### src/verilog/soc_settings.svh
// Memory size, GPIO width and device address map of the SoC
// device subsystem

`ifndef SOC_SETTINGS_SVH
`define SOC_SETTINGS_SVH

// RAM size in bytes, must be a power of two
`define SOC_MEMORY_SIZE 4096

// Number of GPIO pins
`define SOC_GPIO_WIDTH 4

// ----------------------------------------------------------
// Device base addresses
// ----------------------------------------------------------
`define SOC_RAM_BASE    32'h0000_0000
`define SOC_MTIMER_BASE 32'h8001_0000
`define SOC_GPIO_BASE   32'h8002_0000

// Size of each peripheral region in bytes
`define SOC_PERIPH_REGION 32

`endif

### src/verilog/periph_pkg.sv
// Register offsets of the GPIO and machine timer register maps

`default_nettype none

package periph_pkg;

  // GPIO map with a read-only IN register
  typedef enum logic [4:0] {
    REG_GPIO_IN  = 5'h00,
    REG_GPIO_OE  = 5'h04,
    REG_GPIO_OUT = 5'h08
  } gpio_reg_t;

  // Timer map with the counter enable in bit 0 of CTRL
  typedef enum logic [4:0] {
    REG_MT_CTRL    = 5'h00,
    REG_MT_TIME_LO = 5'h04,
    REG_MT_TIME_HI = 5'h08,
    REG_MT_CMP_LO  = 5'h0C,
    REG_MT_CMP_HI  = 5'h10
  } mtimer_reg_t;

endpackage

`default_nettype wire

### src/verilog/soc_mtimer.sv
// Machine timer with 64-bit mtime counter, 64-bit mtimecmp and
// registered interrupt level

`timescale 1ns/1ps
`default_nettype none

module soc_mtimer
  import periph_pkg::*;
(
  input  logic        clock,
  input  logic        rst_n,
  input  logic [4:0]  rw_address,
  input  logic [31:0] write_data,
  input  logic [3:0]  write_strobe,
  input  logic        read_request,
  input  logic        write_request,
  output logic [31:0] read_data,
  output logic        read_response,
  output logic        write_response,
  output logic        irq_timer
);

  mtimer_reg_t reg_select;
  logic        enable;
  logic [63:0] mtime;
  logic [63:0] mtimecmp;

  assign reg_select = mtimer_reg_t'(rw_address);

  // Replace only the strobed bytes of a 32-bit half
  function automatic logic [31:0] merge_word(input logic [31:0] old_word,
                                             input logic [31:0] new_word,
                                             input logic [3:0]  strobe);
    logic [31:0] result;
    result = old_word;
    for (int i = 0; i < 4; i++) begin
      if (strobe[i])
        result[8*i +: 8] = new_word[8*i +: 8];
    end
    return result;
  endfunction

  // ----------------------------------------------------------
  // Counter and compare registers
  // ----------------------------------------------------------
  always_ff @(posedge clock or negedge rst_n) begin
    if (!rst_n) begin
      enable   <= 1'b0;
      mtime    <= 64'h0;
      mtimecmp <= '1;
    end else begin
      if (write_request && reg_select == REG_MT_CTRL && write_strobe[0])
        enable <= write_data[0];

      // A software write wins over the increment
      if (write_request && reg_select == REG_MT_TIME_LO)
        mtime <= {mtime[63:32], merge_word(mtime[31:0], write_data, write_strobe)};
      else if (write_request && reg_select == REG_MT_TIME_HI)
        mtime <= {merge_word(mtime[63:32], write_data, write_strobe), mtime[31:0]};
      else if (enable)
        mtime <= mtime + 64'd1;

      if (write_request && reg_select == REG_MT_CMP_LO)
        mtimecmp[31:0] <= merge_word(mtimecmp[31:0], write_data, write_strobe);
      if (write_request && reg_select == REG_MT_CMP_HI)
        mtimecmp[63:32] <= merge_word(mtimecmp[63:32], write_data, write_strobe);
    end
  end

  // Responses and interrupt level
  always_ff @(posedge clock or negedge rst_n) begin
    if (!rst_n) begin
      read_response  <= 1'b0;
      write_response <= 1'b0;
      irq_timer      <= 1'b0;
    end else begin
      read_response  <= read_request;
      write_response <= write_request;
      irq_timer      <= (mtime >= mtimecmp);
    end
  end

  always_ff @(posedge clock) begin
    if (read_request) begin
      case (reg_select)
        REG_MT_CTRL:    read_data <= {31'h0, enable};
        REG_MT_TIME_LO: read_data <= mtime[31:0];
        REG_MT_TIME_HI: read_data <= mtime[63:32];
        REG_MT_CMP_LO:  read_data <= mtimecmp[31:0];
        REG_MT_CMP_HI:  read_data <= mtimecmp[63:32];
        default:        read_data <= 32'h0;
      endcase
    end
  end

  // Counter at zero and compare at all ones keep the level low out of reset
  assert property (@(posedge clock) $rose(rst_n) |=> !irq_timer);

endmodule

`default_nettype wire

### config.mk
export PLATFORM = sky130hd
export DESIGN_NAME = soc_mtimer
export DESIGN_NICKNAME = d
export VERILOG_FILES = /design/src/verilog/soc_settings.svh /design/src/verilog/periph_pkg.sv /design/src/verilog/soc_mtimer.sv
export SDC_FILE = /design/constraint.sdc
export NUM_CORES = 1
export LEC_CHECK = 0
export BUFFER_PORTS_ARGS = -buffer_cell sky130_fd_sc_hd__buf_2
export CORE_MARGIN = 3
export CORE_UTILIZATION = 45
export DETAILED_ROUTE_END_ITERATION = 12
export PLACE_DENSITY = 0.64
export SLEW_MARGIN = 20
export SYNTH_ARGS = -nofsm -noshare
export SYNTH_HDL_FRONTEND = slang
export SYNTH_SLANG_ARGS = --single-unit
### constraint.sdc
create_clock -name clock -period 2.6 [get_ports clock]
set_input_delay 0.13 -clock clock [delete_from_list [all_inputs] [get_ports clock]]
set_output_delay 0.13 -clock clock [all_outputs]
set_load 0.05 [all_outputs]
==> results_dict.tcl, run 1 <==
set metrics [dict create \
    status "completed" \
    dp_cells 1484 \
    fin_nets 1357 \
    place_ws_ns -0.0717 \
    p_seq_frac 0.411 \
    reg2reg_slack_ns 0.13 \
    synth_warnings 0 \
    hold_ws_ns 0.0176 \
    p_switching_mw 3.09 \
    leakage_nw 5.23 \
    slew_viol_final 0 \
    cp.arrival_ns 2.83 \
    synth_area_leaders "dfrtp_1 (17%), dfstp_2 (16%), edfxtp_1 (9.4%)" \
    area_delta_synth_final_pct 19.5 \
    yosysMostFrequentCell "nand2_1" \
    grt_pass1_wl_microns 52500 \
    clock_path_buffers 2 \
    avgViaCountPerCell 6.17 \
    clkPwrFrac 0.302 \
    synth-seq-cells 164 \
    total_power_mw 8.85 \
    via_count 9501 \
    clk_latency_ns 0.44 \
    synthTopCellsByCount "nand2_1 (141), a21oi_1 (88), inv_1 (79)" \
    synth-simple-area-share 0.183 \
    die-area_sq_um 24600 \
    io_buffers 79 \
    rsz0062_at_grt "no" \
    synth_top_family_by_area "compound AO/OA/AOI/OAI gates" \
    power_density_nw_per_um2 722 \
    p_int_mw 5.76 \
    synth-edff-count 32 \
    synth_xor_xnor_area_share 0.000854 \
    n_fill_cell 2015 \
    yosys.area_share.adder 0.0793 \
    drt_iter0_drc 937 \
    ys_async_sr_fraction 0.805 \
    critPathLaunchType "register" \
    met2_usage 0.460 \
    setup_slack_ns 0.129 \
    regArea_sq_um 4340 \
    swShare 0.349 \
    use_met3 0.0566 \
    grtUsageTotal 0.275 \
    htreeDepth 4 \
    avgRoutedWirePerCell_microns 21.5 \
    muxShareOfSynthArea 0.0637 \
    hold_violations 0 \
    drc 0 \
    fmax_mhz 405 \
    die_x_microns 157 \
    synth_flop_cell "dfrtp_1" \
    hold_class "primary input to register" \
    tightest_slew_ns 1.05 \
    ir_drop_v 0.000366 \
    grt_use_met1 0.358 \
    rows 54 \
    setup_viol 0 \
    dp_hpwl_microns 24200 \
    io_pins 80 \
    cp.required_ns 2.96 \
    synth_cell_types 65 \
    die_y_microns 157 \
    final_antenna_net_count 0 \
    finalNonFillerCells 1540 \
    design.core.area_sq_um 22100 \
    clock_sinks 164 \
    yosysTopAreaCellShare 0.166 \
    endpoint_kind "register" \
    yosysTopAreaCell "dfrtp_1" \
    multi_input_area_sq_um 5440 \
    finalCriticalPeriod_ns 2.47 \
    syn_inst 1105 \
    clock_skew_ns 0.0106 \
    drive_above_1_share 0.264 \
    max-slew-margin-rel 0.297 \
    grt_max_degree 81 \
    synthesis.nets 1215 \
    top_usage_layer "met2" \
    synth_area_sq_um 10300 \
    synth-compound-area-share 0.199 \
    wirelength_microns 33200 \
    syn_area_per_cell_sq_um 9.28 \
    cts_tree "done" \
    cp_max_fo 3 \
    synth_seq_area_share 0.424 \
    first_pass_iters 6 \
    gp_congestion 0.995 \
    clkTransAtPathRegs_ns 0.07 \
    cts-root-buf "clkbuf_16" \
    drv_cap 0 \
    numCtsBuffers 17 \
    period_share 0.950 \
    pwr-share-comb 0.287 \
    antenna_found_initial 0 \
    first_global_vias 9324 \
    grt-ovfl-total 0 \
    initial_core_util 0.464 \
    diodes 0 \
    worstSetupPathType "register to register" \
]
==> registers in the layout (all words and copies together) (netlist names) <==
| register | cells |
|---|---|
| enable | 1 |
| irq_timer | 1 |
| mtime | 64 |
| mtimecmp | 64 |
| read_data | 32 |
| read_response | 1 |
| write_response | 1 |
==> cells in the final DEF (no fill, tap or decap), types with 17 or more instances in the layout <==
master / count
nand2_1: 140
a21oi_1: 86
inv_1: 79
buf_2: 78
o21ai_0: 75
buf_4: 75
dfrtp_1: 68
ha_1: 65
dfstp_2: 64
mux2_2: 58
nor2_1: 55
nand3_1: 49
edfxtp_1: 32
a222oi_1: 31
nand4_1: 31
o22ai_1: 25
dlygate4sd3_1: 21
a2bb2oi_1: 19
clkbuf_16: 17
==> repair_timing <==
item                       4_1_cts  5_1_grt
hold buffers                    20        1
hold endpoints to repair        73        2
gates cloned                     0        0
resized for setup                0        2
buffers inserted                 1        2
pin swaps                        1        2
setup endpoints to repair        1        5
==> routing by layer <==
metal,vias up,routed length [microns]
met4,0,926
met3,59,2330
met2,383,16100
met5,-,0
li1,4436,-
met1,4623,13800
==> worst max-delay path: stages, from the launching register on <==
cell and delay, ns:
dfstp_2 0.55, inv_1 0.04, ha_1 0.27, and4_1 0.27
nand4_1 0.09, buf_4 0.18, or4_1 0.54, o22ai_2 0.21
o21ai_0 0.13, nand2_1 0.11
==> logic make-up (layout without fill, tap and decap cells) <==
group           count (synthesis)  in the layout
flops                         164            164
fa+ha+maj                      65             65
simple gates                  371            371
mux                            58             58
buf+inv                       133            288
compound gates                313            313
xor+xnor                        1              1
==> area by class of cell <==
class,count,area share
clock buffer,20,0.0373
clock inverter,12,0.0126
inverter,79,0.0242
multi-input combinational,808,0.444
sequential,164,0.355
tap,280,0.0286
timing repair buffer,177,0.0992
==> metrics by stage <==
step	TNS, ns	area (sq um)	util
floorplan	0	10300	-
global placement	-0.0853	11400	0.516
detailed placement	-0.0717	11400	0.516
CTS	0	12200	0.553
global route	0	12300	0.555
finish	0	12300	0.555
==> power groups by stage <==
stage	combinational [mW]	clock, mW	sequential (mW)
after detailed placement	2.46	0	3.67
after global routing	2.85	2.81	3.71
after global placement	2.40	0	3.65
after floorplan	1.42	0	3.69
after CTS	2.51	2.71	3.63
final	2.54	2.67	3.64
==> path summary, 6_finish.rpt <==
kind / from / end / cells after the start
hold / removal: write_data[9] / mtimecmp[9] / 2
max in group asynchronous: rst_n / mtimecmp[18] / 3
setup / recovery: mtimecmp[21] / irq_timer / 9
min in group asynchronous: rst_n / read_response / 2
hold reg to reg: mtimecmp[3] / mtimecmp[3] / 2
setup reg to reg: mtimecmp[21] / irq_timer / 9
Note: power is estimated with default switching activity, not from simulation.
==> run 2: changes to the inputs <==
--- a/config.mk
+++ b/config.mk
@@ -7,2 +7,3 @@
 export LEC_CHECK = 0
+export ABC_AREA = 1
 export BUFFER_PORTS_ARGS = -buffer_cell sky130_fd_sc_hd__buf_2
@@ -11,3 +12,4 @@
 export DETAILED_ROUTE_END_ITERATION = 12
-export PLACE_DENSITY = 0.64
+export PLACE_DENSITY = 0.63
+export SKIP_CTS_REPAIR_TIMING = 1
 export SLEW_MARGIN = 20
--- a/constraint.sdc
+++ b/constraint.sdc
@@ -3,2 +3,2 @@
 set_output_delay 0.13 -clock clock [all_outputs]
-set_load 0.05 [all_outputs]
+set_load 0.02 [all_outputs]
==> results_dict.tcl, run 2 <==
set metrics [dict create \
    first_global_vias 11300 \
    grt_max_degree 55 \
    yosys.area_share.adder 0.0710 \
    max-slew-margin-rel 0.365 \
    io_pins 80 \
    rows 57 \
    io_buffers 79 \
    yosysMostFrequentCell "nand2_1" \
    top_usage_layer "met2" \
    startpoint "write_request" \
    synth-compound-area-share 0.134 \
    grt-ovfl-total 0 \
    area_delta_synth_final_pct 15.0 \
    final_antenna_net_count 0 \
    ir_drop_v 0.000423 \
    muxShareOfSynthArea 0 \
    synth_area_sq_um 11500 \
    grt_pass1_wl_microns 67600 \
    reg2reg_depth 12 \
    hold_violations 6 \
    status "finished, violations left" \
    synth_flop_cell "dfrtp_1" \
    period_share 0.873 \
    clkTransAtPathRegs_ns 0.07 \
    critPathLaunchType "primary input" \
    synth-seq-cells 164 \
    wirelength_microns 45300 \
    antenna_found_initial 1 \
    endpoint_kind "register" \
    syn_inst 1683 \
    tightest_slew_ns 0.953 \
    hold_ws_ns -0.0287 \
    cp.arrival_ns 2.60 \
    met2_usage 0.513 \
    worst_hold_path.endpoint "mtimecmp[53]" \
    reg2reg_slack_ns 0.40 \
    clk_latency_ns 0.44 \
    final_common_cell "nand2_1" \
    synth_seq_area_share 0.379 \
    finalCriticalPeriod_ns 2.27 \
    rsz0062_at_grt "no" \
    power_density_nw_per_um2 760 \
    design.core.area_sq_um 24700 \
    worstSetupPathType "primary input to register" \
    syn_area_per_cell_sq_um 6.81 \
    fin_setup_tns_ns 0 \
    cts_tree "done" \
    synth-edff-count 32 \
    timing.rr.start "mtime[0]" \
    first_pass_iters 8 \
    min_from "write_data[21]" \
    final_cell_mix "nand2_1 (534), inv_1 (221), nor2_1 (212), o21ai_0 (137), nand3_1 (84)" \
    use_met3 0.0586 \
    drc 0 \
    cp_max_fo 16 \
    initial_core_util 0.464 \
    synth_top_family_by_area "simple AND/OR/NAND/NOR gates" \
    gp_congestion 1.04 \
    drt_iter0_drc 1405 \
    yosysTopAreaCellShare 0.175 \
    synthesis.nets 1793 \
    numCtsBuffers 17 \
    synth_cell_types 41 \
    drv_cap 0 \
    synth-simple-area-share 0.317 \
    clock_sinks 164 \
    die-area_sq_um 27400 \
    diodes 0 \
    regToRegEndpoint "mtime[30]" \
    die_x_microns 166 \
    dp_hpwl_microns 34800 \
    yosysTopAreaCell "nand2_1" \
    avgRoutedWirePerCell_microns 21.2 \
    hold_class "primary input to register" \
    clock_skew_ns 0.0145 \
    htreeDepth 4 \
    clock_path_buffers 2 \
    ys_async_sr_fraction 0.805 \
    fmax_mhz 441 \
    grtUsageTotal 0.335 \
    cp.required_ns 2.93 \
    violations "hold timing" \
    synthTopCellsByCount "nand2_1 (534), inv_1 (221), nor2_1 (212)" \
    leakage_nw 6.20 \
    synth_warnings 0 \
    reg_top3 "mtime x64, mtimecmp x64, read_data x32" \
    whs_path_depth 3 \
    slew_viol_final 0 \
    die_y_microns 166 \
    avgViaCountPerCell 5.56 \
    synth_area_leaders "nand2_1 (17%), dfrtp_1 (15%), dfstp_2 (15%)" \
    synth_xor_xnor_area_share 0.00382 \
    cts-root-buf "clkbuf_16" \
    setup_viol 0 \
    via_count 11900 \
    grt_use_met1 0.476 \
    fin_nets 1910 \
    drive_above_1_share 0.143 \
]
==> run 2: cell types whose count changed in the layout (fill, tap and decap cells not counted), sizes merged, moves of 13 or more <==
cell | before | now
a21o | 16 | 1
inv | 80 | 242
nor4 | 19 | 0
o21ai | 75 | 160
nand2 | 141 | 544
a2bb2oi | 19 | 0
nor2 | 56 | 221
a222oi | 31 | 0
mux2 | 58 | 0
buf | 156 | 124
nand3 | 49 | 85
nand4 | 33 | 20
==> run 2: worst max path at each step <==
| stage | endpoint | slack [ns] | depth (start not counted) |
|---|---|---|---|
| 4_1_cts | mtime[30] | 0.48 | 12 |
| 5_1_grt | mtime[56] | 0.19 | 8 |
| 3_5_place_dp | mtime[56] | 0.35 | 9 |
| 3_3_place_gp | mtime[56] | 0.32 | 9 |
| 6_report | mtime[56] | 0.33 | 8 |
| 2_1_floorplan | mtime[30] | 0.95 | 11 |
==> run 2: kinds of logic (layout without fill, tap and decap cells) <==
group,Yosys count,count (layout)
simple gates,889,889
xor+xnor,5,5
buf+inv,274,404
flops,164,164
compound gates,286,286
fa+ha+maj,65,65
==> run 2: layout make-up <==
| cell class | count | area (sq um) |
|---|---|---|
| Clock buffer | 19 | 443 |
| Inverter | 234 | 881 |
| Timing Repair Buffer | 138 | 905 |
| Tap cell | 324 | 405 |
| Clock inverter | 13 | 163 |
| Sequential cell | 164 | 4340 |
| Multi-Input combinational cell | 1245 | 6030 |
| Fill cell | 2497 | 11500 |
==> run 2: report_power, final <==
group	total [mW]	leakage, nW	switching (mW)	internal, mW
registers	3.96	1.87	0.742	3.21
clock network	2.72	0.295	1.24	1.48
logic	3.34	4.04	2.17	1.17
==> run 2: per-stage QoR <==
stage	cells	setup WS, ns	total power [mW]	utilization	area (sq um)
after floorplan	1683	0.951	5.92	-	11500
after global placement	2091	0.323	7.14	0.504	12400
after detailed placement	2091	0.354	7.19	0.504	12400
after CTS	2123	0.484	9.92	0.528	13000
after global routing	2137	0.192	10.6	0.534	13200
final	2137	0.331	10.0	0.534	13200
==> run 2: critical path, stage by stage <==
cell and delay [ns]:
dlygate4sd3_1 0.54, buf_2 0.19, nand4_1 0.39, buf_4 0.33
o21ai_2 0.63, nor2_1 0.22, nand2_1 0.12, nand2_1 0.05
==> run 2: per-layer routing <==
metal  routed length (microns)  vias to the layer above
met3                      4420                      109
met2                     19700                      631
met5                         0                        -
li1                          -                     5644
met1                     19600                     5490
met4                      1480                        0
