<file path="config.mk">
export PLATFORM = sky130hd
export DESIGN_NAME = system_bus
export DESIGN_NICKNAME = d
export VERILOG_FILES = /design/src/verilog/bus_pkg.sv /design/src/verilog/system_bus.sv
export VERILOG_INCLUDE_DIRS = /design/src /design/src/verilog
export SDC_FILE = /design/constraint.sdc
export NUM_CORES = 1
export LEC_CHECK = 0
export ABC_AREA = 1
export BUFFER_PORTS_ARGS = -buffer_cell sky130_fd_sc_hd__buf_4
export CELL_PAD_IN_SITES_DETAIL_PLACEMENT = 0
export CELL_PAD_IN_SITES_GLOBAL_PLACEMENT = 1
export CORE_MARGIN = 8
export CORE_UTILIZATION = 17
export DETAILED_ROUTE_END_ITERATION = 16
export PLACE_DENSITY_LB_ADDON = 0.08
export SETUP_SLACK_MARGIN = 0.2
export SYNTH_ARGS = -nofsm -noshare
export SYNTH_HDL_FRONTEND = slang
export SYNTH_SLANG_ARGS = --single-unit
</file>
<file path="constraint.sdc">
create_clock -name clock -period 1.95 [get_ports clock]
set_input_delay 0.2925 -clock clock [delete_from_list [all_inputs] [get_ports clock]]
set_output_delay 0.2925 -clock clock [all_outputs]
set_load 0.01 [all_outputs]
</file>
<file path="src/verilog/soc_settings.svh">
// Memory size, GPIO width and device address map of the SoC
// device subsystem

`ifndef SOC_SETTINGS_SVH
`define SOC_SETTINGS_SVH

// RAM size in bytes, must be a power of two
`define SOC_MEMORY_SIZE 4096

// Number of GPIO pins
`define SOC_GPIO_WIDTH 4

// ----------------------------------------------------------
// Device base addresses
// ----------------------------------------------------------
`define SOC_RAM_BASE    32'h0000_0000
`define SOC_MTIMER_BASE 32'h8001_0000
`define SOC_GPIO_BASE   32'h8002_0000

// Size of each peripheral region in bytes
`define SOC_PERIPH_REGION 32

`endif

</file>
<file path="src/verilog/bus_pkg.sv">
// Device index and decoded address word of the system bus

`default_nettype none

package bus_pkg;

  // Bus targets with DEV_NONE for an unmapped address
  typedef enum logic [1:0] {
    DEV_RAM    = 2'd0,
    DEV_MTIMER = 2'd1,
    DEV_GPIO   = 2'd2,
    DEV_NONE   = 2'd3
  } device_index_t;

  // Page and offset view of a byte address
  typedef struct packed {
    logic [15:0] page;
    logic [15:0] offset;
  } address_fields_t;

  // Peripherals decode by page, the RAM by the flat address
  typedef union packed {
    logic [31:0]     flat;
    address_fields_t fields;
  } bus_address_u;

endpackage

`default_nettype wire

</file>
<file path="src/verilog/system_bus.sv">
// System bus: address decoder, request fan-out to the devices
// and response/read-data mux back to the manager

`timescale 1ns/1ps
`default_nettype none
`include "soc_settings.svh"

module system_bus
  import bus_pkg::*;
(
  input  logic        clock,
  input  logic        rst_n,
  // Manager side
  input  logic [31:0] rw_address,
  input  logic [31:0] write_data,
  input  logic [3:0]  write_strobe,
  input  logic        read_request,
  input  logic        write_request,
  output logic [31:0] read_data,
  output logic        read_response,
  output logic        write_response,
  // Shared device side
  output logic [31:0] device_rw_address,
  output logic [31:0] device_write_data,
  output logic [3:0]  device_write_strobe,
  // Per-device requests
  output logic        ram_read_request,
  output logic        ram_write_request,
  output logic        gpio_read_request,
  output logic        gpio_write_request,
  output logic        mtimer_read_request,
  output logic        mtimer_write_request,
  // Per-device responses
  input  logic [31:0] ram_read_data,
  input  logic        ram_read_response,
  input  logic        ram_write_response,
  input  logic [31:0] gpio_read_data,
  input  logic        gpio_read_response,
  input  logic        gpio_write_response,
  input  logic [31:0] mtimer_read_data,
  input  logic        mtimer_read_response,
  input  logic        mtimer_write_response
);

  localparam logic [31:0] RAM_BASE      = `SOC_RAM_BASE;
  localparam logic [31:0] RAM_SIZE      = `SOC_MEMORY_SIZE;
  localparam logic [31:0] MTIMER_BASE   = `SOC_MTIMER_BASE;
  localparam logic [31:0] GPIO_BASE     = `SOC_GPIO_BASE;
  localparam logic [15:0] PERIPH_REGION = `SOC_PERIPH_REGION;

  bus_address_u  address;
  device_index_t device_select;
  device_index_t device_select_q;
  logic          none_read_response;
  logic          none_write_response;
  logic          request_pending;

  assign address = rw_address;

  // ----------------------------------------------------------
  // Address decode
  // ----------------------------------------------------------
  always_comb begin
    if (address.flat - RAM_BASE < RAM_SIZE)
      device_select = DEV_RAM;
    else if (address.fields.page == MTIMER_BASE[31:16] &&
             address.fields.offset < PERIPH_REGION)
      device_select = DEV_MTIMER;
    else if (address.fields.page == GPIO_BASE[31:16] &&
             address.fields.offset < PERIPH_REGION)
      device_select = DEV_GPIO;
    else
      device_select = DEV_NONE;
  end

  assign device_rw_address   = rw_address;
  assign device_write_data   = write_data;
  assign device_write_strobe = write_strobe;

  // Only the selected device sees the request
  assign ram_read_request     = read_request  && (device_select == DEV_RAM);
  assign ram_write_request    = write_request && (device_select == DEV_RAM);
  assign mtimer_read_request  = read_request  && (device_select == DEV_MTIMER);
  assign mtimer_write_request = write_request && (device_select == DEV_MTIMER);
  assign gpio_read_request    = read_request  && (device_select == DEV_GPIO);
  assign gpio_write_request   = write_request && (device_select == DEV_GPIO);

  // Target of the outstanding request, plus local answer for unmapped
  always_ff @(posedge clock or negedge rst_n) begin
    if (!rst_n) begin
      device_select_q     <= DEV_NONE;
      none_read_response  <= 1'b0;
      none_write_response <= 1'b0;
      request_pending     <= 1'b0;
    end else begin
      if (read_request || write_request)
        device_select_q <= device_select;
      none_read_response  <= read_request  && (device_select == DEV_NONE);
      none_write_response <= write_request && (device_select == DEV_NONE);
      request_pending     <= read_request || write_request;
    end
  end

  // ----------------------------------------------------------
  // Response mux
  // ----------------------------------------------------------
  always_comb begin
    case (device_select_q)
      DEV_RAM: begin
        read_data      = ram_read_data;
        read_response  = ram_read_response;
        write_response = ram_write_response;
      end
      DEV_MTIMER: begin
        read_data      = mtimer_read_data;
        read_response  = mtimer_read_response;
        write_response = mtimer_write_response;
      end
      DEV_GPIO: begin
        read_data      = gpio_read_data;
        read_response  = gpio_read_response;
        write_response = gpio_write_response;
      end
      default: begin
        read_data      = 32'h0;
        read_response  = none_read_response;
        write_response = none_write_response;
      end
    endcase
  end

  // Manager never raises both requests together
  assert property (@(posedge clock) disable iff (!rst_n)
    !(read_request && write_request));

  // A new request may only overlap the answer to the previous one
  assert property (@(posedge clock) disable iff (!rst_n)
    (request_pending && (read_request || write_request)) |->
      (read_response || write_response));

endmodule

`default_nettype wire
</file>
==> metrics.md, run 1 <==
| Metric | Value |
|---|---|
| Vias | approximately 2.4k |
| GRT overflow | 0 |
| TritonRoute pass-1 iters | 4 |
| Area leader, netlist | buf_4 |
| Largest family of logic cells by synthesized area | buffers and inverters |
| Row count | 38 |
| Final setup vio count | 0 |
| Post-DR vias/cell | just over 4 |
| Crit Path Class | register to output port |
| Avg WL per Cell | 15.4 um |
| Top-area cell type share of the netlist area | a little over a quarter |
| Initial detailed-routing violation count | 104 |
| Synth Area in XOR/XNOR | 0% |
| Die height | between 100 and 150 um |
| Reg2Reg Setup Slack | between 0.8 and 0.9 ns |
| Final Hold Viols | 0 |
| Setup repair after global routing missed its margin | yes |
| Worst endpoint required time | 1.66 ns |
| Post-layout nets | between 600 and 700 |
| Clk root buf | clkbuf_8 |
| First-pass GRT wire length | 13100 um |
| Post-layout util | 30.0% |
| Worst-case clock buffer depth | 2 |
| Multiplexer area fraction after synthesis | 0% |
| Adder-cell area share of the yosys netlist | 0% |
| CP max stage cell | dfstp_2 |
| Delay-heaviest family, CP | flip-flops |
| Most frequent cells in the layout | buf_4, inv_1, nand2_1 |
| Drt total wl | 9090 um |
| Synth Area in Compound Gates | between 20% and 30% |
| IO Port Bufs | roughly 200 |
| Setup WS post-layout | between 0.09 and 0.1 ns |
| Drt drc | 0 |
| Initial antenna violation count | 0 |
| Worst setup EP type | output port |
| GPL Wtd Cong | 0.777 |
| Largest stage delay, worst path | roughly 0.52 ns |
| Fin. max-slew vios | 0 |
| Fin crit share | 95.2% |
| Hpwl dp | around 7600 um |
| Leak | ~1.8 nW |
| Post-route non-filler standard cell count | 590 |
| Pwr Density | about 280 nW/um2 |
| Layout cell share with drive strength beyond 1 | ~56% |
| Worst IR Drop VDD | ~0.15 mV |
| Max-Cap Viols | 0 |
| Outcome | complete, no violations |
| Syn Inst Count | roughly 310 |
| CTS tree | yes |
| TNS Setup | 0 ns |
| Commonest non-fill, non-tap cell in the layout | buf_4 |
| Simple-gate share of the synthesized area | between 30% and 40% |
| Worst-margin pin slew | between 0.2 and 0.3 ns |
| Type of origin of the critical path | register |
| Clock-pin slew on the worst setup and hold paths | around 0.030 ns |
| Worst Hold Class | primary input to register |
| Avg Cell Area, Syn | around 6.0 um2 |
| Worst path buffer plus inverter count | 3 |
| Placed Cells | 579 |
| Cell area after synthesis | 1900 um2 |
| Register area share after synthesis | 5.41% |
| Most area-consuming cells after synthesis | buf_4, o211ai_2, nand3_1, inv_1, nand2_1 |
| H-tree depth | 1 |
| Die area | between 10000 and 15000 um2 |
| Clk_skew | 0 ns |
| CP Cell Sequence | inv_2 > or2_4 > buf_12 > o211ai_1 > buf_4 |
| Cts bufs inserted | 3 |
| Antenna Cells | 0 |
| Worst Path Arrival | 1.56 ns |
| DIE WIDTH | between 100 and 150 um |
| Clock latency on the worst-skew pair | roughly 0.21 ns |
| Min Tclk post-route | approximately 1.9 ns |
| Slew HR | a little over 80% |
| Core ar. | roughly 11000 um2 |
| Netlist cell types | 19 |
| Initial Utilization | between 10% and 20% |
| DP Worst Slack | 0.252 ns |
| FF+latch count, synth | 4 |
| DP Area | roughly 3000 um2 |
| Total GRT Usage | between 10 and 15% |
| Crit Path Max Fanout | 8 |
| Clock Sinks | 4 |
| Syn_nets | a little under 500 |
| Largest net degree at the start of global routing | 35 |
| Vias in the first global route | roughly 2.5k |
| Final instance area | between 3000 and 4000 um2 |
| Io pins | 282 |
| Ys Warns | 0 |
| Max Fclk | 539 MHz |
| Post-route ant nets | 0 |
| Area Overhead vs Synth | 71.7% |
-- flip-flops by register name (all words and copies together), names as in the netlist --
name / cells
none_read_response: 1
device_select_q: 2
none_write_response: 1
-- metal layers --
| layer | global-route usage, % | share of wire [%] | vias to the layer above | wire length (um) |
|---|---|---|---|---|
| met5 | 0 | 0 | - | 0 |
| met4 | 2.08 | 0.65 | 0 | 59 |
| met3 | 5.09 | 12 | 6 | 1130 |
| met2 | 19.4 | 47 | 152 | 4310 |
| met1 | 12.1 | 39 | 1031 | 3590 |
| li1 | - | - | 1201 | - |
-- synth_stat cells --
master	number
a31oi_1	2
and2_1	1
buf_2	2
buf_4	68
buf_6	3
clkbuf_1	9
dfrtp_1	2
dfstp_2	2
inv_1	57
inv_2	1
nand2_1	56
nand3_1	43
nand4_1	2
nor2_1	25
nor3_1	6
o211ai_1	2
o211ai_2	30
o21ai_0	2
or2_1	1
-- cell type report --
| cell class | instances | area [um2] |
|---|---|---|
| fill | 1212 | 7580 |
| inverter | 58 | 218 |
| sequential | 4 | 103 |
| timing repair buffer | 214 | 1720 |
| multi-input combinational | 170 | 997 |
| clock buffer | 4 | 45.0 |
| tap | 140 | 175 |
-- report_power, final --
part | total (mW) | switching, mW | internal, mW
registers | 0.0936 | 0.00385 | 0.0898
logic | 0.626 | 0.260 | 0.366
clock network | 0.184 | 0.0441 | 0.140
total | 0.903 | 0.308 | 0.595
-- repair_timing --
action / 4_1_cts / 5_1_grt
buffers inserted: 2 / 2
gates resized for setup: 13 / 5
hold buffers: 1 / 0
endpoints found under the setup margin: 34 / 34
endpoints found under the hold margin: 2 / 0
gates cloned: 1 / 1
pin swaps: 1 / 4
-- per-stage QoR --
step                      power (mW)  hold slack, ns
final                          0.903           0.324
after global routing           0.974           0.350
after CTS                      0.911           0.323
after detailed placement       0.693          0.0936
after global placement         0.693          0.0907
after floorplan                0.431        -0.00309
-- worst paths after layout --
kind | from | to | cells past startpoint
setup reg to reg | device_select_q[0]$_DFFE_PN1P_ | device_select_q[0]$_DFFE_PN1P_ | 3
setup / recovery | device_select_q[1]$_DFFE_PN1P_ | read_data[21] | 5
max in group asynchronous | rst_n | device_select_q[1]$_DFFE_PN1P_ | 2
hold reg to reg | device_select_q[1]$_DFFE_PN1P_ | device_select_q[1]$_DFFE_PN1P_ | 3
min in group asynchronous | rst_n | none_read_response$_DFF_PN0_ | 2
hold / removal | write_request | device_select_q[0]$_DFFE_PN1P_ | 4
-- logic make-up after synthesis --
group	count (synthesis)
AOI/OAI and AO/OA	36
DFF	4
buffers and inverters	140
and+or+nand+nor	134
-- worst min-delay path: stages --
cell and delay [ns]:
buf_4 0.09, nor2_1 0.05, nand2_1 0.05, nand2_1 0.05
(Power assumes the default switching activity.)
==> inputs of run 2 (changes only) <==
Settings changed: GPL_TIMING_DRIVEN from default to 0.
==> run 2 against run 1 <==
  * Non-clock buffer count increased by 116
  * Fmax decreased by 4.1%
  * Global-route usage increased by 1.3 points
  * Critical path depth increased by 1
  * Largest power group unchanged
  * Critical endpoint is now read_data[15]
  * Core utilization increased by 8.1 points
  * Total power increased by 22%
  * Clock skew unchanged
==> metrics.md, run 2 (synthesized netlist as in run 1, its figures left out) <==
| Metric | Value |
|---|---|
| Total GRT Usage | 12.4% (+1.3 points) |
| Initial detailed-routing violation count | 87 (-16%) |
| Leak | 2.39 nW (+29%) |
| Drt drc | 0 (unchanged) |
| IO Port Bufs | 240 (+21%) |
| Max-Cap Viols | 0 (unchanged) |
| Post-DR vias/cell | 3.95 (-2.4%) |
| Vias | 2790 (+17%) |
| Most frequent cells in the layout | buf_4, inv_1, nand2_1 |
| Final Hold Viols | 0 (unchanged) |
| Area Overhead vs Synth | 118% |
| Avg WL per Cell | 14.6 um (-5.1%) |
| Initial antenna violation count | 0 (unchanged) |
| Clock-pin slew on the worst setup and hold paths | 0.03 ns (about the same) |
| Crit Path Max Fanout | 10 (+2) |
| Clock latency on the worst-skew pair | 0.21 ns (about the same) |
| Multi-input combinational cell area | 1030 um2 (+2.9%) |
| GPL Wtd Cong | 0.794 (+2.2%) |
| Clk root buf | clkbuf_8 |
| Filler Cells Inserted | 1203 (-0.74%) |
| Hpwl dp | 9010 um (+18%) |
| Vias in the first global route | 2905 (+16%) |
| Hold Path Cell Cnt | 4 (unchanged) |
| Io pins | 282 (unchanged) |
| Post-layout nets | 741 (+19%) |
| Outcome | complete, no violations |
| Regs by FF count | device_select_q: 2 flops, none_read_response: 1 flops, none_write_response: 1 flops |
| Worst R2R Path Depth | 3 (unchanged) |
| Die height | 122 um (unchanged) |
| Core ar. | 10800 um2 (unchanged) |
| First-pass GRT wire length | 14800 um (+13%) |
| Post-route ant nets | 0 (unchanged) |
| Worst-margin pin slew | 0.450 ns (+0.163 ns) |
| GRT overflow | 0 (unchanged) |
| Worst Hold Class | primary input to register |
| Drt total wl | 10300 um (+14%) |
| DIE WIDTH | 122 um (unchanged) |
| Final setup vio count | 0 (unchanged) |
| Setup WS post-layout | 0.0142 ns (-0.0791 ns) |
| Worst endpoint required time | 1.66 ns (about the same) |
| Layout cell share with drive strength beyond 1 | 65.4% (+9.4 points) |
| Seq. cell area | 103 um2 (unchanged) |
| Crit Path Class | register to output port |
| Antenna Cells | 0 (unchanged) |
| Min Tclk post-route | 1.94 ns (+0.0791 ns) |
| Row count | 38 (unchanged) |
| Clk_skew | 0 ns (unchanged) |
| Slew HR | 70.0% (-11 points) |
| H-tree depth | 1 (unchanged) |
| Clock Sinks | 4 (unchanged) |
| Max FFs per register | 2 (unchanged) |
| Reg with most FFs | device_select_q |
| Largest net degree at the start of global routing | 11 (-69%) |
| TritonRoute pass-1 iters | 4 (unchanged) |
| Die area | 14800 um2 (unchanged) |
| Fin crit share | 99.3% (+4.1 points) |
| Worst-case clock buffer depth | 2 (unchanged) |
| CTS tree | yes |
| Placed Cells | 694 (+20%) |
| Worst IR Drop VDD | 0.124 mV (-19%) |
| Post-route non-filler standard cell count | 706 (+20%) |
| Max Fclk | 517 MHz (-4.1%) |
| Fin. max-slew vios | 0 (unchanged) |
| Pwr Density | 267 nW/um2 (-3.6%) |
| Type of origin of the critical path | register |
| Cts bufs inserted | 3 (unchanged) |
| Commonest non-fill, non-tap cell in the layout | buf_4 |
| Worst setup EP type | output port |
| Initial Utilization | 17.5% (unchanged) |
| DP Worst Slack | -0.0264 ns (-0.278 ns) |
| Worst Path Arrival | 1.64 ns (+0.08 ns) |
| Setup repair after global routing missed its margin | yes |
## run 2: changes by cell type in the layout (fill, tap and decap cells not counted), sizes merged
cell    before  now
buf        212  318
clkbuf       5   15
## run 2: layout make-up
type	count	area share, %
multi-input cells	170	24.8
clock buffers	4	1.09
flip-flops and latches	4	2.48
plain buffers	82	15.4
inverters	58	5.33
repair buffers	248	46.6
well taps	140	4.24
## run 2: worst max-delay path, cell delays in order (launching register included)
cell and delay [ns]:
dfstp_2 0.56, inv_4 0.05, or2_1 0.21, buf_6 0.16
buf_6 0.16, o211ai_2 0.14, buf_4 0.14
## run 2: final timing paths
check	slack (ns)	startpoint	to
setup reg to reg	0.93	device_select_q[0]$_DFFE_PN1P_	device_select_q[0]$_DFFE_PN1P_
setup / recovery	0.01	device_select_q[1]$_DFFE_PN1P_	read_data[15]
hold / removal	0.32	write_request	device_select_q[0]$_DFFE_PN1P_
hold reg to reg	0.65	device_select_q[1]$_DFFE_PN1P_	device_select_q[1]$_DFFE_PN1P_
min in group asynchronous	0.42	rst_n	none_write_response$_DFF_PN0_
max in group asynchronous	1.33	rst_n	device_select_q[1]$_DFFE_PN1P_
## run 2: repair_timing
action | CTS | global route
cloned | 1 | 1
resized for setup | 24 | 14
setup endpoints to repair | 34 | 35
endpoints found under the hold margin | 2 | 0
pin swaps | 2 | 5
setup buffers | 5 | 0
hold buffers | 1 | 0
## run 2: per-stage QoR
stage,utilization (%),hold slack [ns],setup TNS (ns),area (um2),total power [mW]
2_1_floorplan,-,-0.00309,0,1900,0.431
3_3_place_gp,35.7,0.0888,-0.154,3870,0.885
3_5_place_dp,35.7,0.0929,-0.0783,3870,0.891
4_1_cts,37.4,0.320,-0.00492,4060,1.11
5_1_grt,38.1,0.350,-0.635,4130,1.19
6_report,38.1,0.321,0,4130,1.10
## run 2: power breakdown
| group | switching [mW] | total, mW | internal [mW] |
|---|---|---|---|
| clock network | 0.0412 | 0.181 | 0.139 |
| registers | 0.00383 | 0.0937 | 0.0898 |
| logic | 0.322 | 0.830 | 0.508 |
| total | 0.367 | 1.10 | 0.738 |
## run 2: metal layers
| layer | vias up | share of wire, % | global-route usage (%) |
|---|---|---|---|
| li1 | 1434 | - | - |
| met1 | 1204 | 39 | 13.8 |
| met2 | 150 | 52 | 23.0 |
| met3 | 2 | 9.4 | 4.26 |
| met4 | 0 | 0.36 | 1.00 |
| met5 | - | 0 | 0 |
