`config.mk`:
```
export PLATFORM = sky130hd
export DESIGN_NAME = soc_gpio
export DESIGN_NICKNAME = d
export VERILOG_FILES = /design/src/verilog/periph_pkg.sv /design/src/verilog/soc_gpio.sv
export VERILOG_INCLUDE_DIRS = /design/src /design/src/verilog
export SDC_FILE = /design/constraint.sdc
export NUM_CORES = 1
export LEC_CHECK = 0
export BUFFER_PORTS_ARGS = -buffer_cell sky130_fd_sc_hd__buf_4
export CORE_AREA = 2 2 51 65
export CTS_CLUSTER_DIAMETER = 50
export DETAILED_ROUTE_END_ITERATION = 10
export DIE_AREA = 0 0 53 67
export GPL_TIMING_DRIVEN = 0
export HOLD_SLACK_MARGIN = 0.03
export PLACE_DENSITY_LB_ADDON = 0.3
export SLEW_MARGIN = 20
export SYNTH_ARGS = -nofsm -noshare
export SYNTH_HDL_FRONTEND = slang
export SYNTH_SLANG_ARGS = --single-unit
```
`constraint.sdc`:
```
create_clock -name clock -period 1 [get_ports clock]
set_input_delay 0.15 -clock clock [delete_from_list [all_inputs] [get_ports clock]]
set_output_delay 0.15 -clock clock [all_outputs]
set_load 0.005 [all_outputs]
```
`src/verilog/soc_settings.svh`:
```
// Memory size, GPIO width and device address map of the SoC
// device subsystem

`ifndef SOC_SETTINGS_SVH
`define SOC_SETTINGS_SVH

// RAM size in bytes, must be a power of two
`define SOC_MEMORY_SIZE 4096

// Number of GPIO pins
`define SOC_GPIO_WIDTH 4

// ----------------------------------------------------------
// Device base addresses
// ----------------------------------------------------------
`define SOC_RAM_BASE    32'h0000_0000
`define SOC_MTIMER_BASE 32'h8001_0000
`define SOC_GPIO_BASE   32'h8002_0000

// Size of each peripheral region in bytes
`define SOC_PERIPH_REGION 32

`endif

```
`src/verilog/periph_pkg.sv`:
```
// Register offsets of the GPIO and machine timer register maps

`default_nettype none

package periph_pkg;

  // GPIO map with a read-only IN register
  typedef enum logic [4:0] {
    REG_GPIO_IN  = 5'h00,
    REG_GPIO_OE  = 5'h04,
    REG_GPIO_OUT = 5'h08
  } gpio_reg_t;

  // Timer map with the counter enable in bit 0 of CTRL
  typedef enum logic [4:0] {
    REG_MT_CTRL    = 5'h00,
    REG_MT_TIME_LO = 5'h04,
    REG_MT_TIME_HI = 5'h08,
    REG_MT_CMP_LO  = 5'h0C,
    REG_MT_CMP_HI  = 5'h10
  } mtimer_reg_t;

endpackage

`default_nettype wire

```
`src/verilog/soc_gpio.sv`:
```
// GPIO block: output enable and output registers, synchronized
// input read

`timescale 1ns/1ps
`default_nettype none
`include "soc_settings.svh"

module soc_gpio
  import periph_pkg::*;
(
  input  logic                       clock,
  input  logic                       rst_n,
  input  logic [4:0]                 rw_address,
  input  logic [31:0]                write_data,
  input  logic [3:0]                 write_strobe,
  input  logic                       read_request,
  input  logic                       write_request,
  output logic [31:0]                read_data,
  output logic                       read_response,
  output logic                       write_response,
  input  logic [`SOC_GPIO_WIDTH-1:0] gpio_input,
  output logic [`SOC_GPIO_WIDTH-1:0] gpio_oe,
  output logic [`SOC_GPIO_WIDTH-1:0] gpio_output
);

  localparam int W = `SOC_GPIO_WIDTH;

  gpio_reg_t     reg_select;
  logic [W-1:0]  input_meta;
  logic [W-1:0]  input_sync;

  assign reg_select = gpio_reg_t'(rw_address);

  // Registers, two-stage input synchronizer and responses
  always_ff @(posedge clock or negedge rst_n) begin
    if (!rst_n) begin
      gpio_oe        <= '0;
      gpio_output    <= '0;
      input_meta     <= '0;
      input_sync     <= '0;
      read_response  <= 1'b0;
      write_response <= 1'b0;
    end else begin
      input_meta     <= gpio_input;
      input_sync     <= input_meta;
      read_response  <= read_request;
      write_response <= write_request;
      if (write_request && write_strobe[0]) begin
        case (reg_select)
          REG_GPIO_OE:  gpio_oe     <= write_data[W-1:0];
          REG_GPIO_OUT: gpio_output <= write_data[W-1:0];
          default: ;
        endcase
      end
    end
  end

  // Read data, zero-extended to the bus width
  always_ff @(posedge clock) begin
    if (read_request) begin
      case (reg_select)
        REG_GPIO_IN:  read_data <= {{(32-W){1'b0}}, input_sync};
        REG_GPIO_OE:  read_data <= {{(32-W){1'b0}}, gpio_oe};
        REG_GPIO_OUT: read_data <= {{(32-W){1'b0}}, gpio_output};
        default:      read_data <= 32'h0;
      endcase
    end
  end

endmodule

`default_nettype wire

```
==> reports/metrics.csv, run 1 <==
stage,metric,value,unit
finish,area_delta_synth_final,64.8,%
sta,timing.hold.ws,0.0749,ns
sta,finalSetupTns,-0.392,ns
worst_setup_path,worst_r2r_endpoint,gpio_oe[1]$_DFFE_PN0P_,
worst_setup_path,critPathBufInv,1,
finish,fin_util,59.6,%
sta,timing.final.ws_setup,-0.0996,ns
power,power.net_switching,467,uW
logic_synthesis,dominantRegCellSynth,dfrtp_1,
power,powerDensity,1290,nW/um^2
logic_synthesis,ys_warn_count,0,
power,clockPowerShare,29.9,%
floorplanning,initial_utilization,36.1,%
power,pwr-share-seq,46.4,%
logic_synthesis,async_flop_share,81.8,%
worst_setup_path,critPathMaxStageDelay,0.57,ns
worst_setup_path,path_delay_family,simple AND/OR/NAND/NOR gates,
power,leakage,0.914,nW
place,io_buffers,30,
clock_tree,clk-insertion-delay-late,0.30,ns
sta,finalCritPeriodShare,110,%
logic_synthesis,synth.area.top_cells,"dfrtp_1 (43%), buf_4 (20%), edfxtp_1 (11%), mux2_4 (5.7%), mux2_1 (4.3%)",
routing,viasPerCell,3.78,
worst_setup_path,crit_path_end_kind,flip-flop,
sta,rsz0062_at_grt,true,
grt,grt_pass1_wl,3.09,mm
clock_tree,htreeDepth,1,
routing,dr_total_vias,718,
floorplanning,row_count,22,
clock_tree,cts.sinks,22,
routing,detail_route.wl_per_cell,10.3,um
sta,fmax,909,MHz
worst_setup_path,r2r_start,gpio_oe[1]$_DFFE_PN0P_,
sta,fin_crit,1.10,ns
logic_synthesis,synth-edff-count,4,
worst_hold_path,holdCritPathClass,in2reg,
floorplanning,fp.dieW,53,um
grt,antenna_found_initial,0,
sta,final.setup_skew,0.00454,ns
status,status,"finished, violations left",
routing,drt_iter0_drc,6,
worst_setup_path,r2r_cells,3,
logic_synthesis,synth.top_cell.area_share,43.1,%
floorplanning,core,2890,um^2
power,irDropWorstVdd,1.50,mV
worst_hold_path,whs_path_depth,2,
clock_tree,cts_root_buf,clkbuf_4,
place,dp_cells,168,
worst_setup_path,path_class,in2reg,
floorplanning,dieArea,3550,um^2
worst_hold_path,min_from,write_data[3],
grt,overflow,0,
worst_setup_path,cp-start-kind,input pin,
grt,grt_pass1_vias,692,
sta,slew_violations,0,
logic_synthesis,ys_seq_area_share,54.6,%
power,p_int,1.75,mW
sta,hold_viol_final,0,
place,place.gp.congestion,0.761,
power,power_frac_comb,23.7,%
worst_setup_path,crit_cells,4,
grt,grt_max_degree,19,
floorplanning,die_height,67,um
worst_setup_path,worstPathRequired,1.20,ns
finish,drive_gt1_share,57.8,%
clock_tree,cts_tree,done,
logic_synthesis,synth_common_cells,"buf_4 (28), dfrtp_1 (18)",
sta,setup_viol,8,
routing,ant_nets,0,
clock_tree,clock_path_buffers,2,
logic_synthesis,avgSynthCellArea,13.9,um^2
logic_synthesis,synth_seq_cells,22,
logic_synthesis,synth.distinct_cells,16,
routing,dr.pass1.iters,4,
floorplanning,io_pins,91,
finish,antennaDiodeCount,0,
clock_tree,cts_buffers,3,
routing,drc,0,
worst_hold_path,min_to,gpio_oe[3]$_DFFE_PN0P_,
routing,wirelength,1.95,mm
status,violations,negative setup slack,
worst_setup_path,r2r_slack,-0.04,ns
power,finalPower,2.22,mW
clock_tree,cts.clk_slew.worst_paths,0.12,ns
run,cap_violations,0,
worst_setup_path,slowest_stage,or4_4,
worst_setup_path,critPathMaxFanout,4,
finish,layout.cells.non_filler,190,
power,swShare,21.1,%
finish,layout.nets,204,
logic_synthesis,netlist_instances,75,
worst_setup_path,critPathArrivalTime,1.30,ns
logic_synthesis,synthMostInstantiatedCell,buf_4,
worst_setup_path,cp_cell_sequence,"buf_6, or4_4, nor2_8, mux2_4",
logic_synthesis,synth_largest_area_cell,dfrtp_1,
grt,track_usage,12.2,%
logic_synthesis,syn-cell-area,1040,um^2
## cells in the final DEF, fill, tap and decap left out
| cell | instances |
|---|---|
| clkbuf_4 | 3 |
| o2bb2ai_2 | 1 |
| buf_4 | 54 |
| buf_6 | 16 |
| nor2_4 | 1 |
| nand4b_1 | 1 |
| edfxtp_1 | 4 |
| or3_4 | 1 |
| conb_1 | 28 |
| mux2i_1 | 4 |
| nand3_2 | 1 |
| bufinv_16 | 1 |
| nor2_8 | 1 |
| nor3b_4 | 1 |
| dfrtp_1 | 18 |
| dlygate4sd3_1 | 7 |
| or4_4 | 1 |
| mux2_4 | 8 |
| o2bb2ai_1 | 3 |
## metrics by stage
step	worst slack (ns)	area (um^2)
2_1_floorplan	-0.290	1180
6_report	-0.0996	1720
5_1_grt	-0.0861	1720
3_5_place_dp	-0.467	1450
3_3_place_gp	-0.463	1450
4_1_cts	-0.107	1670
## metal layers
layer	vias to the layer above	routed length [um]	global-route usage, %
li1	357	-	-
met5	-	0	0
met3	2	142	2.91
met4	0	8	3.85
met2	32	1030	21.6
met1	327	773	14.2
## how the worst max path moves through the flow
stage / end / start / slack (ns)
floorplan: gpio_oe[0]$_DFFE_PN0P_ / rw_address[1] / -0.29
global placement: gpio_oe[2]$_DFFE_PN0P_ / rw_address[1] / -0.46
detailed placement: gpio_oe[2]$_DFFE_PN0P_ / rw_address[1] / -0.47
CTS: gpio_oe[2]$_DFFE_PN0P_ / rw_address[3] / -0.11
global route: gpio_oe[3]$_DFFE_PN0P_ / rw_address[3] / -0.09
finish: gpio_oe[2]$_DFFE_PN0P_ / rw_address[3] / -0.1
## power by group through the flow
stage	clock network (mW)	registers, mW	logic, mW
finish	0.662	1.03	0.525
global route	0.729	1.04	0.571
CTS	0.679	1.02	0.491
detailed placement	0	1.05	0.375
global placement	0	1.04	0.371
floorplan	0	1.04	0.207
## logic make-up (layout without fill, tap and decap cells)
| family | Yosys count | count (layout) | synth area share (%) |
|---|---|---|---|
| buf+inv | 29 | 81 | 20.6 |
| flops | 22 | 22 | 54.6 |
| mux | 12 | 12 | 13.9 |
| simple gates | 7 | 7 | 7.19 |
| compound gates | 4 | 4 | 3.35 |
| other cells | 1 | 28 | 0.359 |
## registers in the layout, indices dropped and copies added (netlist names)
name            cells
write_response      1
read_response       1
read_data           4
gpio_oe             4
gpio_output         4
input_sync          4
input_meta          4
## worst reg2reg max path, stage by stage, from the launching register on
cell and delay (ns):
dfrtp_1 0.43, buf_6 0.13, buf_4 0.13, mux2_4 0.26
## repair_timing
action                     CTS  global route
pin swaps                    2             3
buffers inserted             9             2
setup endpoints to repair   16            21
resized for setup            8             8
hold endpoints to repair    24             0
hold buffers                 7             0
## cell type report
type	count	area [um^2]
plain buffers	29	221
clock buffers	3	22.5
clock inverters	1	30.0
fillers	246	1170
multi-input cells	51	398
flip-flops and latches	22	571
well taps	36	45.0
repair buffers	48	434
Power figures use the tool's default switching activity.
==> run 2: changes to the inputs <==
--- a/config.mk
+++ b/config.mk
@@ -7,10 +7,11 @@
 export NUM_CORES = 1
 export LEC_CHECK = 0
 export BUFFER_PORTS_ARGS = -buffer_cell sky130_fd_sc_hd__buf_4
-export CORE_AREA = 2 2 51 65
+export CORE_AREA = 2 2 50 63
+export CTS_BUF_LIST = sky130_fd_sc_hd__clkbuf_2
 export CTS_CLUSTER_DIAMETER = 50
 export DETAILED_ROUTE_END_ITERATION = 10
-export DIE_AREA = 0 0 53 67
+export DIE_AREA = 0 0 52 65
 export GPL_TIMING_DRIVEN = 0
 export HOLD_SLACK_MARGIN = 0.03
 export PLACE_DENSITY_LB_ADDON = 0.3
==> run 2 against run 1 <==
Net effect:
- the run still ends with negative setup slack left
- clock-buffer cell count did not move
- final cell count unchanged
- sequential power is essentially flat
- critical path depth is the same
- wire length grew 4.3%
- clock skew grew 0.0068 ns
- utilization decreased by 0.17 points
- sequential share of layout area rose by 0.74 points
- global-route usage grew 1.2 points
- largest cell class unchanged
- largest power group unchanged
==> reports/metrics.csv, run 2 (synthesis gave the netlist of run 1 again) <==
stage,metric,value,unit,change
sta,fin_crit,1.06,ns,was 1.10 ns
finish,fin_util,59.4,%,was 59.6%
clock_tree,cts_buffers,3,,unchanged
routing,detail_route.wl_per_cell,10.7,um,was 10.3 um
grt,track_usage,13.4,%,was 12.2%
place,hpwl,1.43,mm,
clock_tree,cts_root_buf,clkbuf_2,,was clkbuf_4
worst_setup_path,cp-start-kind,input pin,,unchanged
finish,antennaDiodeCount,0,,unchanged
floorplanning,initial_utilization,36.8,%,was 36.1%
finish,drive_gt1_share,56.5,%,was 57.8%
clock_tree,cts_tree,done,,unchanged
clock_tree,clock_path_buffers,2,,unchanged
worst_setup_path,path_class,in2reg,,unchanged
floorplanning,row_count,22,,unchanged
sta,rsz0062_at_grt,true,,unchanged
clock_tree,cts.sinks,22,,unchanged
power,leakage,0.895,nW,was 0.914 nW
grt,grt_pass1_wl,3.34,mm,was 3.09 mm
routing,dr.pass1.iters,4,,unchanged
worst_setup_path,cp_cell_sequence,"buf_6, or4_4, nor2_8, mux2_4",,unchanged
routing,dr_total_vias,734,,was 718
finish,area_delta_synth_final,61.2,%,was 64.8%
floorplanning,io_pins,91,,unchanged
worst_setup_path,critPathMaxFanout,4,,unchanged
finish,multi_input_area,395,um^2,was 398 um^2
power,irDropWorstVdd,0.694,mV,was 1.50 mV
floorplanning,fp.dieW,52,um,was 53 um
power,powerDensity,1130,nW/um^2,was 1290 nW/um^2
worst_setup_path,critPathMaxStageDelay,0.57,ns,about the same
run,cap_violations,0,,unchanged
place,pre_cts_slack,-0.464,ns,was -0.467 ns
finish,fillCellCount,233,,was 246
routing,drc,0,,unchanged
routing,wirelength,2.03,mm,was 1.95 mm
status,violations,negative setup slack,,unchanged
worst_setup_path,crit_path_end_kind,flip-flop,,unchanged
worst_setup_path,slowest_stage,or4_4,,unchanged
sta,final.setup_skew,0.0113,ns,was 0.00454 ns
status,status,"finished, violations left",,unchanged
clock_tree,cts.clk_slew.worst_paths,0.21,ns,was 0.12 ns
sta,fmax,940,MHz,was 909 MHz
sta,setup_viol,17,,was 8
clock_tree,htreeDepth,1,,unchanged
finish,final_cell_mix,"buf_4 (54), conb_1 (28), dfrtp_1 (18), buf_6 (15)",,"was buf_4 (54), conb_1 (28), dfrtp_1 (18), buf_6 (16), mux2_4 (8)"
floorplanning,dieArea,3380,um^2,was 3550 um^2
routing,ant_nets,0,,unchanged
floorplanning,core,2840,um^2,was 2890 um^2
place,place.gp.congestion,0.682,,was 0.761
grt,grt_pass1_vias,734,,was 692
floorplanning,die_height,65,um,was 67 um
grt,grt_max_degree,19,,unchanged
finish,final_common_cell,buf_4,,unchanged
grt,antenna_found_initial,0,,unchanged
sta,slew_violations,0,,unchanged
place,io_buffers,30,,unchanged
finish,seqCellArea,571,um^2,unchanged
clock_tree,clk-insertion-delay-late,0.31,ns,was 0.30 ns
sta,timing.final.ws_setup,-0.0641,ns,was -0.0996 ns
routing,viasPerCell,3.86,,was 3.78
sta,finalSetupTns,-0.436,ns,was -0.392 ns
grt,overflow,0,,unchanged
routing,drt_iter0_drc,4,,was 6
worst_hold_path,holdCritPathClass,in2reg,,unchanged
finish,layout.nets,204,,unchanged
sta,finalCritPeriodShare,106,%,was 110%
sta,hold_viol_final,0,,unchanged
worst_setup_path,worstPathRequired,1.22,ns,was 1.20 ns
worst_setup_path,critPathArrivalTime,1.29,ns,was 1.30 ns
==> run 2: final timing paths <==
kind	startpoint	end	slack (ns)	cells past startpoint
setup / recovery	rw_address[3]	gpio_oe[1]$_DFFE_PN0P_	-0.06	4
hold / removal	write_data[0]	gpio_output[0]$_DFFE_PN0P_	0.05	2
setup reg to reg	gpio_oe[1]$_DFFE_PN0P_	read_data[1]$_DFFE_PP_	-0.04	3
hold reg to reg	input_meta[1]$_DFF_PN0_	input_sync[1]$_DFF_PN0_	0.38	0
max in group asynchronous	rst_n	gpio_output[1]$_DFFE_PN0P_	0.59	2
min in group asynchronous	rst_n	gpio_oe[2]$_DFFE_PN0P_	0.20	2
==> run 2: layout make-up <==
class / instances / share of cell area (%)
Tap cell: 36 / 2.67
Multi-Input combinational cell: 51 / 23.5
Buffer: 29 / 13.2
Timing Repair Buffer: 48 / 25.7
Clock buffer: 3 / 0.892
Clock inverter: 1 / 0.223
Sequential cell: 22 / 33.9
==> run 2: routing by layer <==
layer	vias up	track usage, %	routed length, um
li1	356	-	-
met1	333	15.3	761
met2	41	22.5	1060
met3	4	2.76	170
met4	0	7.89	39
met5	-	0	0
==> run 2: critical path, delay by kind of cell <==
kind                   cells  cell delay (ns)
AND/OR/NAND/NOR            2             0.74
buffers and inverters      1             0.09
multiplexers               1             0.31
==> run 2: timing repair <==
item	4_1_cts	5_1_grt
hold buffers	7	1
pin swaps	2	1
endpoints found under the setup margin	18	22
hold endpoints to repair	24	1
buffers inserted	10	0
resized for setup	12	3
==> run 2: through the flow <==
step	std cells	area, um^2	total power [mW]	hold slack [ns]
2_1_floorplan	102	1180	1.25	-0.146
3_3_place_gp	168	1450	1.41	0.0292
3_5_place_dp	168	1450	1.43	0.0342
4_1_cts	189	1660	1.89	0.0427
5_1_grt	190	1680	2.00	0.0323
6_report	190	1680	1.90	0.0538
==> run 2: power by group <==
part	internal, mW	leakage [nW]	switching, mW	total [mW]
Clock	0.0870	0.0140	0.260	0.347
Sequential	0.983	0.264	0.0400	1.02
Combinational	0.358	0.617	0.170	0.528
==> run 3: changes to the inputs <==
--- a/config.mk
+++ b/config.mk
@@ -6,15 +6,16 @@
 export SDC_FILE = /design/constraint.sdc
 export NUM_CORES = 1
 export LEC_CHECK = 0
+export ABC_AREA = 1
 export BUFFER_PORTS_ARGS = -buffer_cell sky130_fd_sc_hd__buf_4
-export CORE_AREA = 2 2 50 63
+export CORE_AREA = 2 2 50 64
 export CTS_BUF_LIST = sky130_fd_sc_hd__clkbuf_2
 export CTS_CLUSTER_DIAMETER = 50
 export DETAILED_ROUTE_END_ITERATION = 10
-export DIE_AREA = 0 0 52 65
+export DIE_AREA = 0 0 52 66
 export GPL_TIMING_DRIVEN = 0
 export HOLD_SLACK_MARGIN = 0.03
-export PLACE_DENSITY_LB_ADDON = 0.3
+export PLACE_DENSITY = 0.84
 export SLEW_MARGIN = 20
 export SYNTH_ARGS = -nofsm -noshare
 export SYNTH_HDL_FRONTEND = slang
==> constraint.sdc (replaced) <==
create_clock -name clock -period 1 [get_ports clock]
set_input_delay 0 -clock clock [delete_from_list [all_inputs] [get_ports clock]]
set_output_delay 0 -clock clock [all_outputs]
set_load 0.005 [all_outputs]
==> run 3 against run 2 <==
Net effect:
- synthesized cell count grew 45%
- utilization rose by 2.0 points
- sequential power hardly changed
- critical path depth down 1
- worst hold slack better by 0.017 ns
- sequential cell count stayed put
- the flow still finishes with violations (negative setup slack)
- global-route usage rose by 1.4 points
- sequential share of layout area shrank 1.1 points
- critical path type is now reg2reg
- largest cell class unchanged
- first-iteration DRC count increased to 5.5 times the previous value
- area after synthesis increased by 5.6%
- power is 13% higher
- die area increased by 1.5%
==> reports/metrics.csv, run 3 <==
stage,metric,value,unit,change
status,status,"finished, violations left",,unchanged
status,violations,negative setup slack,,unchanged
finish,fillCellCount,237,,was 233
logic_synthesis,synth_seq_cells,22,,unchanged
floorplanning,dieArea,3430,um^2,was 3380 um^2
floorplanning,die_height,66,um,was 65 um
place,pre_cts_slack,0.123,ns,was -0.464 ns
power,leakage,0.924,nW,was 0.895 nW
sta,finalCritPeriodShare,104,%,was 106%
clock_tree,cts_root_buf,clkbuf_2,,unchanged
grt,track_usage,14.8,%,was 13.4%
place,place.gp.congestion,0.828,,was 0.682
logic_synthesis,synth.top_cell.area_share,40.8,%,was 43.1%
place,hpwl,1.66,mm,was 1.43 mm
finish,antennaDiodeCount,0,,unchanged
worst_setup_path,r2r_slack,-0.04,ns,about the same
place,io_buffers,30,,unchanged
finish,multi_input_area,390,um^2,was 395 um^2
finish,layout.nets,239,,was 204
logic_synthesis,synth.distinct_cells,15,,was 16
floorplanning,row_count,22,,unchanged
run,cap_violations,0,,unchanged
finish,drive_gt1_share,39.7,%,was 56.5%
logic_synthesis,synthMostInstantiatedCell,buf_4,,unchanged
finish,final_cell_mix,"buf_4 (53), conb_1 (28), nand2_1 (20), dfrtp_1 (18), dlygate4sd3_1 (17)",,"was buf_4 (54), conb_1 (28), dfrtp_1 (18), buf_6 (15)"
sta,slew_violations,0,,unchanged
clock_tree,clock_path_buffers,2,,unchanged
worst_setup_path,critPathArrivalTime,1.16,ns,was 1.29 ns
logic_synthesis,synth_largest_area_cell,dfrtp_1,,unchanged
logic_synthesis,dominantRegCellSynth,dfrtp_1,,unchanged
clock_tree,cts_tree,done,,unchanged
worst_setup_path,critPathMaxFanout,3,,was 4
worst_setup_path,worstPathRequired,1.12,ns,was 1.22 ns
routing,drc,0,,unchanged
routing,dr_total_vias,984,,was 734
sta,setup_viol,1,,was 17
floorplanning,io_pins,91,,unchanged
floorplanning,initial_utilization,38.9,%,was 36.8%
routing,detail_route.wl_per_cell,11.1,um,was 10.7 um
grt,grt_pass1_wl,3.63,mm,was 3.34 mm
finish,area_delta_synth_final,57.7,%,was 61.2%
power,irDropWorstVdd,0.650,mV,was 0.694 mV
clock_tree,cts_buffers,3,,unchanged
logic_synthesis,syn-cell-area,1100,um^2,was 1040 um^2
routing,wirelength,2.49,mm,was 2.03 mm
grt,grt_pass1_vias,830,,was 734
logic_synthesis,synth-edff-count,4,,unchanged
sta,finalSetupTns,-0.0411,ns,was -0.436 ns
logic_synthesis,async_flop_share,81.8,%,unchanged
floorplanning,fp.dieW,52,um,unchanged
routing,ant_nets,0,,unchanged
logic_synthesis,avgSynthCellArea,10.1,um^2,was 13.9 um^2
grt,antenna_found_initial,0,,unchanged
worst_hold_path,holdCritPathClass,in2reg,,unchanged
logic_synthesis,ys_seq_area_share,51.7,%,was 54.6%
routing,drt_iter0_drc,22,,was 4
worst_setup_path,path_class,reg2reg,,was in2reg
sta,final.setup_skew,0.0113,ns,about the same
grt,grt_max_degree,19,,unchanged
finish,final_common_cell,buf_4,,unchanged
floorplanning,core,2840,um^2,unchanged
sta,rsz0062_at_grt,true,,unchanged
worst_setup_path,crit_path_end_kind,flip-flop,,unchanged
logic_synthesis,ys_warn_count,0,,unchanged
grt,overflow,0,,unchanged
logic_synthesis,synth_common_cells,"buf_4 (29), nand2_1 (20), dfrtp_1 (18), nand4_1 (13), nand3_1 (12)",,"was buf_4 (28), dfrtp_1 (18)"
clock_tree,clk-insertion-delay-late,0.35,ns,was 0.31 ns
finish,seqCellArea,571,um^2,unchanged
worst_setup_path,cp-start-kind,flip-flop,,was input pin
logic_synthesis,synth.area.top_cells,"dfrtp_1 (41%), buf_4 (20%), edfxtp_1 (11%), nand4_1 (7.4%), nand2_1 (6.8%)",,"was dfrtp_1 (43%), buf_4 (20%), edfxtp_1 (11%), mux2_4 (5.7%), mux2_1 (4.3%)"
logic_synthesis,netlist_instances,109,,was 75
sta,timing.final.ws_setup,-0.0411,ns,was -0.0641 ns
clock_tree,cts.clk_slew.worst_paths,0.22,ns,was 0.21 ns
routing,viasPerCell,4.37,,was 3.86
sta,hold_viol_final,0,,unchanged
sta,fmax,960,MHz,was 940 MHz
sta,fin_crit,1.04,ns,was 1.06 ns
clock_tree,htreeDepth,1,,unchanged
power,powerDensity,1230,nW/um^2,was 1130 nW/um^2
clock_tree,cts.sinks,22,,unchanged
routing,dr.pass1.iters,4,,unchanged
==> run 3: cell types whose count changed after synthesis, sizes merged, moves of 3 or more <==
cell and change:
mux2i -4, mux2 -8, o2bb2ai -4, nand4 +14, nor2 +3, nand2 +20, nand3 +11, inv +3
==> run 3: routing by layer <==
metal  vias to the layer above  global-route usage (%)  share of wire [%]
met3                         7                    1.58                 11
li1                        471                       -                  -
met1                       436                    14.8                 32
met4                         0                    12.5                3.6
met2                        70                    26.4                 54
met5                         -                       0                  0
==> run 3: final cells by class <==
cell class | instances | share of cell area (%)
clock inverters | 1 | 1.73
repair buffers | 49 | 25.3
well taps | 36 | 2.59
multi-input cells | 79 | 22.4
plain buffers | 30 | 13.2
flip-flops and latches | 22 | 32.8
clock buffers | 3 | 0.863
inverters | 5 | 1.15
==> run 3: critical path, cell delays in order (launching register included) <==
cell and delay (ns):
dfrtp_1 0.45, buf_4 0.14, nand4_1 0.11, nand3_1 0.11
==> run 3: report_power, final <==
part | internal, mW | leakage (nW) | switching (mW) | total [mW]
combinational | 0.285 | 0.633 | 0.186 | 0.471
sequential | 0.982 | 0.265 | 0.0535 | 1.04
clock | 0.345 | 0.0266 | 0.289 | 0.634
==> run 3: metrics by stage <==
step / hold slack (ns) / std cells / utilization (%) / area, um^2 / total power [mW]
floorplan: -0.296 / 136 / - / 1200 / 1.23
global placement: -0.127 / 202 / 52.0 / 1480 / 1.40
detailed placement: -0.126 / 202 / 52.0 / 1480 / 1.41
CTS: 0.0314 / 220 / 58.6 / 1660 / 2.06
global route: 0.0379 / 225 / 61.4 / 1740 / 2.25
finish: 0.0705 / 225 / 61.4 / 1740 / 2.14
==> run 3: final timing paths <==
path	endpoint	cells past startpoint	start
setup / recovery	read_data[0]$_DFFE_PP_	3	gpio_output[0]$_DFFE_PN0P_
hold / removal	read_data[1]$_DFFE_PP_	4	rw_address[4]
hold reg to reg	input_sync[2]$_DFF_PN0_	0	input_meta[2]$_DFF_PN0_
max in group asynchronous	gpio_oe[3]$_DFFE_PN0P_	3	rst_n
min in group asynchronous	input_meta[3]$_DFF_PN0_	3	rst_n
setup reg to reg	read_data[0]$_DFFE_PP_	3	gpio_output[0]$_DFFE_PN0P_
==> run 3: kinds of logic (layout without fill, tap and decap cells) <==
logic type | count (synthesis) | after routing | share of synthesized area [%]
flip-flops | 22 | 22 | 51.7
AND/OR/NAND/NOR | 51 | 51 | 25.4
buffers and inverters | 35 | 88 | 22.6
other | 1 | 28 | 0.340
==> run 3: what timing repair did <==
action | CTS | global route
setup buffers | 0 | 2
setup endpoints to repair | 0 | 12
hold endpoints to repair | 38 | 5
gates resized for setup | 0 | 9
hold buffers | 14 | 3
